--- src/logic/cpu_pkg.sv ---
`default_nettype none

package cpu_pkg;

    // datapath widths
    localparam int word_w = 32;
    localparam int addr_w = 8;
    localparam int reg_w  = 4;
    localparam int op_w   = 4;

    localparam int mem_words = 256;
    localparam int num_regs  = 16;

    typedef logic [word_w-1:0] word_t;
    typedef logic [word_w-1:0] inst_t;
    typedef logic [addr_w-1:0] addr_t;
    typedef logic [reg_w-1:0]  reg_addr_t;
    typedef logic [op_w-1:0]   opcode_t;

    // register-register alu group
    localparam opcode_t op_add  = 4'd0;
    localparam opcode_t op_sub  = 4'd1;
    localparam opcode_t op_and  = 4'd2;
    localparam opcode_t op_or   = 4'd3;
    localparam opcode_t op_xor  = 4'd4;
    localparam opcode_t op_slt  = 4'd5;
    // immediate forms
    localparam opcode_t op_addi = 4'd6;
    localparam opcode_t op_ldi  = 4'd7;
    // memory
    localparam opcode_t op_ld   = 4'd8;
    localparam opcode_t op_st   = 4'd9;
    // control flow, targets are pc relative
    localparam opcode_t op_beq  = 4'd10;
    localparam opcode_t op_bne  = 4'd11;
    localparam opcode_t op_jal  = 4'd12;
    localparam opcode_t op_halt = 4'd15;

    typedef enum logic [2:0] {
        st_idle,
        st_fetch,
        st_fetch_wait,
        st_decode,
        st_execute,
        st_mem_wait,
        st_write,
        st_halt
    } core_state_t;

endpackage

`default_nettype wire
--- src/logic/reg_file.sv ---
`timescale 1ns/1ns
`default_nettype none

module reg_file import cpu_pkg::*; (
    input  wire            clk,
    input  wire            rstn,
    input  wire            we,
    input  wire reg_addr_t waddr,
    input  wire word_t     wdata,
    input  wire reg_addr_t raddr_a,
    input  wire reg_addr_t raddr_b,
    output word_t          rdata_a,
    output word_t          rdata_b
);

    word_t regs [num_regs];

    always_ff @(posedge clk) begin
        if (!rstn) begin
            for (int i = 0; i < num_regs; i++) begin
                regs[i] <= '0;
            end
        end else if (we && waddr != '0) begin
            regs[waddr] <= wdata;
        end
    end

    // r0 is hardwired
    assign rdata_a = (raddr_a == '0) ? '0 : regs[raddr_a];
    assign rdata_b = (raddr_b == '0) ? '0 : regs[raddr_b];

endmodule

`default_nettype wire

--- config.mk ---
export PLATFORM = sky130hd
export DESIGN_NAME = reg_file
export DESIGN_NICKNAME = d
export VERILOG_FILES = /design/src/logic/cpu_pkg.sv /design/src/logic/reg_file.sv
export SDC_FILE = /design/constraint.sdc
export NUM_CORES = 1
export LEC_CHECK = 0
export BUFFER_PORTS_ARGS = -buffer_cell sky130_fd_sc_hd__clkbuf_2
export CAP_MARGIN = 10
export CORE_ASPECT_RATIO = 1.5
export CORE_UTILIZATION = 35
export DETAILED_ROUTE_END_ITERATION = 8
export SLEW_MARGIN = 20
export SYNTH_ARGS = -nofsm -noshare
export SYNTH_HDL_FRONTEND = slang
export SYNTH_SLANG_ARGS = --single-unit
--- constraint.sdc ---
create_clock -name clk -period 6.87 [get_ports clk]
set_input_delay 0.687 -clock clk [delete_from_list [all_inputs] [get_ports clk]]
set_output_delay 0.687 -clock clk [all_outputs]
set_load 0.02 [all_outputs]
==> summary.txt <==
Floorplan
  – Core region area: around 73000 µm²
  – Starting Density: 0.3528
  – DIE AREA: 74200 µm²
  – Die Ht: 333.1 µm
  – Die X: about 220 µm
  – Ports: around 110
  – Row Count: approximately 120

Timing
  – Max Fclk: around 0.24 GHz
  – Max Slew Vio Count: 0
  – Worst relative slew slack: 0.3283
  – RSZ-0062 raised after global routing: false
  – Slew @ Worst Pin: slightly above 1 ns
  – Tcrit/Tclk final: 0.5948
  – Final min period: 4.086 ns
  – Final setup vio count: 0
  – Endpoints failing hold: 0
  – Setup TNS Final: 0 ns

Power and ir drop
  – Pwr/cell area: 242.7 nW/µm²
  – Internal power: 5.167 mW
  – Clock power frac: 0.367
  – Sw Share: 0.2545
  – Sequential cell fraction of total power: 0.503
  – Lkg Pwr: ~10 nW
  – Peak VDD IR: about 200 µV
  – Switching power: roughly 1.8 mW
  – Combinational share of power: 0.130

Critical path
  – Startpoint type of the worst setup path: primary input
  – Crit path kind: in2out
  – Worst endpoint required time: between 6 and 7 ns
  – CP max FO: 52
  – Critical Path Sink: rdata_b[7]
  – CP max stage delay: 0.84 ns
  – Critical Path, Cell by Cell: clkbuf_8 -> buf_4 -> mux4_2 -> nor2b_1 -> nor3_1 -> a221o_1 -> clkbuf_2
  – WP data arrival: between 3 and 4 ns
  – CP max-delay cell: buf_4
  – Worst setup path startpoint: raddr_b[0]
  – Setup crit end kind: primary output

Layout
  – Layout cells sized above 1: 0.2627
  – Most flop-heavy register: regs
  – Commonest non-fill, non-tap cell in the layout: edfxtp_1
  – Fin util: 0.3938
  – Inserted Diodes: 0
  – P&R area growth vs syn: 11.63%
  – Commonest non-fill, non-tap cells in the layout: edfxtp_1, and2_1, mux4_2, clkbuf_2, mux2_2
  – Largest register FFs: slightly below 500
  – Post-Layout Cell Count: 2757
  – Fillers: approximately 6.6k
  – Fin nets: between 1.5k and 2k
  – Top flop regs: regs x481

Placed design
  – Dpl hpwl: around 45000 µm
  – Cell Count Post-Placement: roughly 2.7k
  – Port Buffer Count: between 100 and 150
  – GP Congestion: slightly below 0.8

Logic synthesis
  – Syn Nets: 1824
  – Most common flop cell mapped by yosys: edfxtp_1
  – Post-synth EDFFs: 481
  – Yosys Warn Count: 0
  – Synth Register Bits: roughly 480
  – Cell area after synthesis: between 20000 and 30000 µm²
  – Multiplexer area fraction after synthesis: 0.1936
  – Adder and majority gate portion of the synthesized area: 0
  – Simple-gate share of the synthesized area: 0.1462
  – Largest family of logic cells by synthesized area: multiplexers
  – Mapped Cells: approximately 1.8k
  – XOR/XNOR Fraction of Synth Area: 0
  – Netlist cell types: 35
  – Asr flop ratio synth: 0
  – Avg Synthesized Cell Area: roughly 14 µm²
  – Register area share after synthesis: 0.5646
  – Synth Area in Compound Gates: 0.06456

Global route
  – Total Routing Usage GR: 0.2162
  – First-pass GRT wire length: ~120000 µm
  – Gr ovfl total: 0
  – Pin count of the biggest net entering global routing: ~110
  – Initial antenna violation count: 4
  – Vias in the first global route: about 17k

Clock tree
  – Post-CTS setup buffer count: 0
  – Clk buf depth: 3
  – Worst-path clk slew: 0.07 ns
  – PostCTS Resize Cnt: 0
  – CTS Sinks: between 400 and 500
  – CTS tree: built
  – Hold_buf cts: 0
  – CTS root buffer: clkbuf_16
  – CTS HTree Levels: 2
  – CTS buffer count: 46

Run
  – Max_cap viols: 0

Routing
  – 1st-iter DRT viols: between 1.5k and 2k
  – DR vias: 16.18k
  – Vias per inst: 5.868
  – Antenna-violating nets left: 0
  – Drt wl/cell: around 29 µm
  – Pre-antenna DRT Iters: 5
  – Total Wirelength: just over 80000 µm
  – DR DRC count: 0

Hold path
  – Hold Path Class: in2reg

Status
  – Outcome: complete, no violations
==> layer usage <==
metal	vias up	part of all wire	track usage
met4	2	0.039	0.08628
met3	177	0.067	0.02934
met1	8370	0.38	0.2637
li1	6873	-	-
met2	755	0.52	0.3834
met5	-	0.00014	0
==> kinds of logic after synthesis <==
kind of cell    after synthesis
flops                       481
compound gates              203
other cells                   1
simple gates                620
buf+inv                     184
mux                         288
==> synth_stat cells, drive strengths merged, types with 4 or more instances <==
master	count	area, µm²
and2	481	3009
edfxtp	481	14440
mux4	159	3581
clkbuf	134	504.2
mux2	65	732.0
mux2i	64	640.6
buf	48	279.0
nor2	41	153.9
nor2b	38	237.7
nor3	36	180.2
o22ai	33	206.5
a221o	32	320.3
a221oi	32	280.3
a22oi	29	217.7
o22a	29	254.0
o31a	29	254.0
nand2b	11	68.82
o21ai	10	50.05
nand2	6	22.52
nor4	4	43.80
==> power by group through the flow <==
stage	logic (mW)	clock network [mW]	registers, mW
final	0.903	2.54	3.49
after global routing	0.954	2.66	3.50
after CTS	0.910	2.57	3.48
after detailed placement	0.907	0	3.55
after global placement	0.902	0	3.54
after floorplan	0.597	0	3.52
==> how the worst min path moves through the flow <==
| stage | start | end | slack, ns | cells past startpoint |
|---|---|---|---|---|
| after detailed placement | wdata[30] | regs[14][30] | 1.15 | 2 |
| after global placement | wdata[10] | regs[10][10] | 1.15 | 2 |
| after global routing | wdata[30] | regs[15][30] | 0.57 | 2 |
| final | wdata[30] | regs[10][30] | 0.56 | 2 |
| after CTS | wdata[30] | regs[10][30] | 0.54 | 2 |
| after floorplan | wdata[0] | regs[13][0] | 0.89 | 1 |
==> critical path, delay by kind of cell <==
family	cells	cell delay, ns
compound gates	1	0.31
buf+inv	3	1.45
mux	1	0.61
simple gates	2	0.23
==> area by class of cell <==
type	count	area, µm²	area share
inverter	2	7.507	0.0002629
sequential	481	14440	0.5058
multi-input combinational	1112	10560	0.3698
tap	922	1154	0.04039
clock inverter	27	240.2	0.008412
clock buffer	56	1210	0.04237
timing repair buffer	157	943.4	0.03303
==> stage by stage <==
stage	instance area [µm²]	worst slack, ns	total power, mW	hold WS (ns)
after floorplan	25580	2.973	4.113	0.8852
after global placement	27110	2.723	4.437	1.149
after detailed placement	27110	2.710	4.454	1.155
after CTS	28560	2.708	6.967	0.5368
after global routing	28560	2.588	7.119	0.5746
final	28560	2.784	6.932	0.5607
Note: power is estimated with default switching activity, not from simulation.
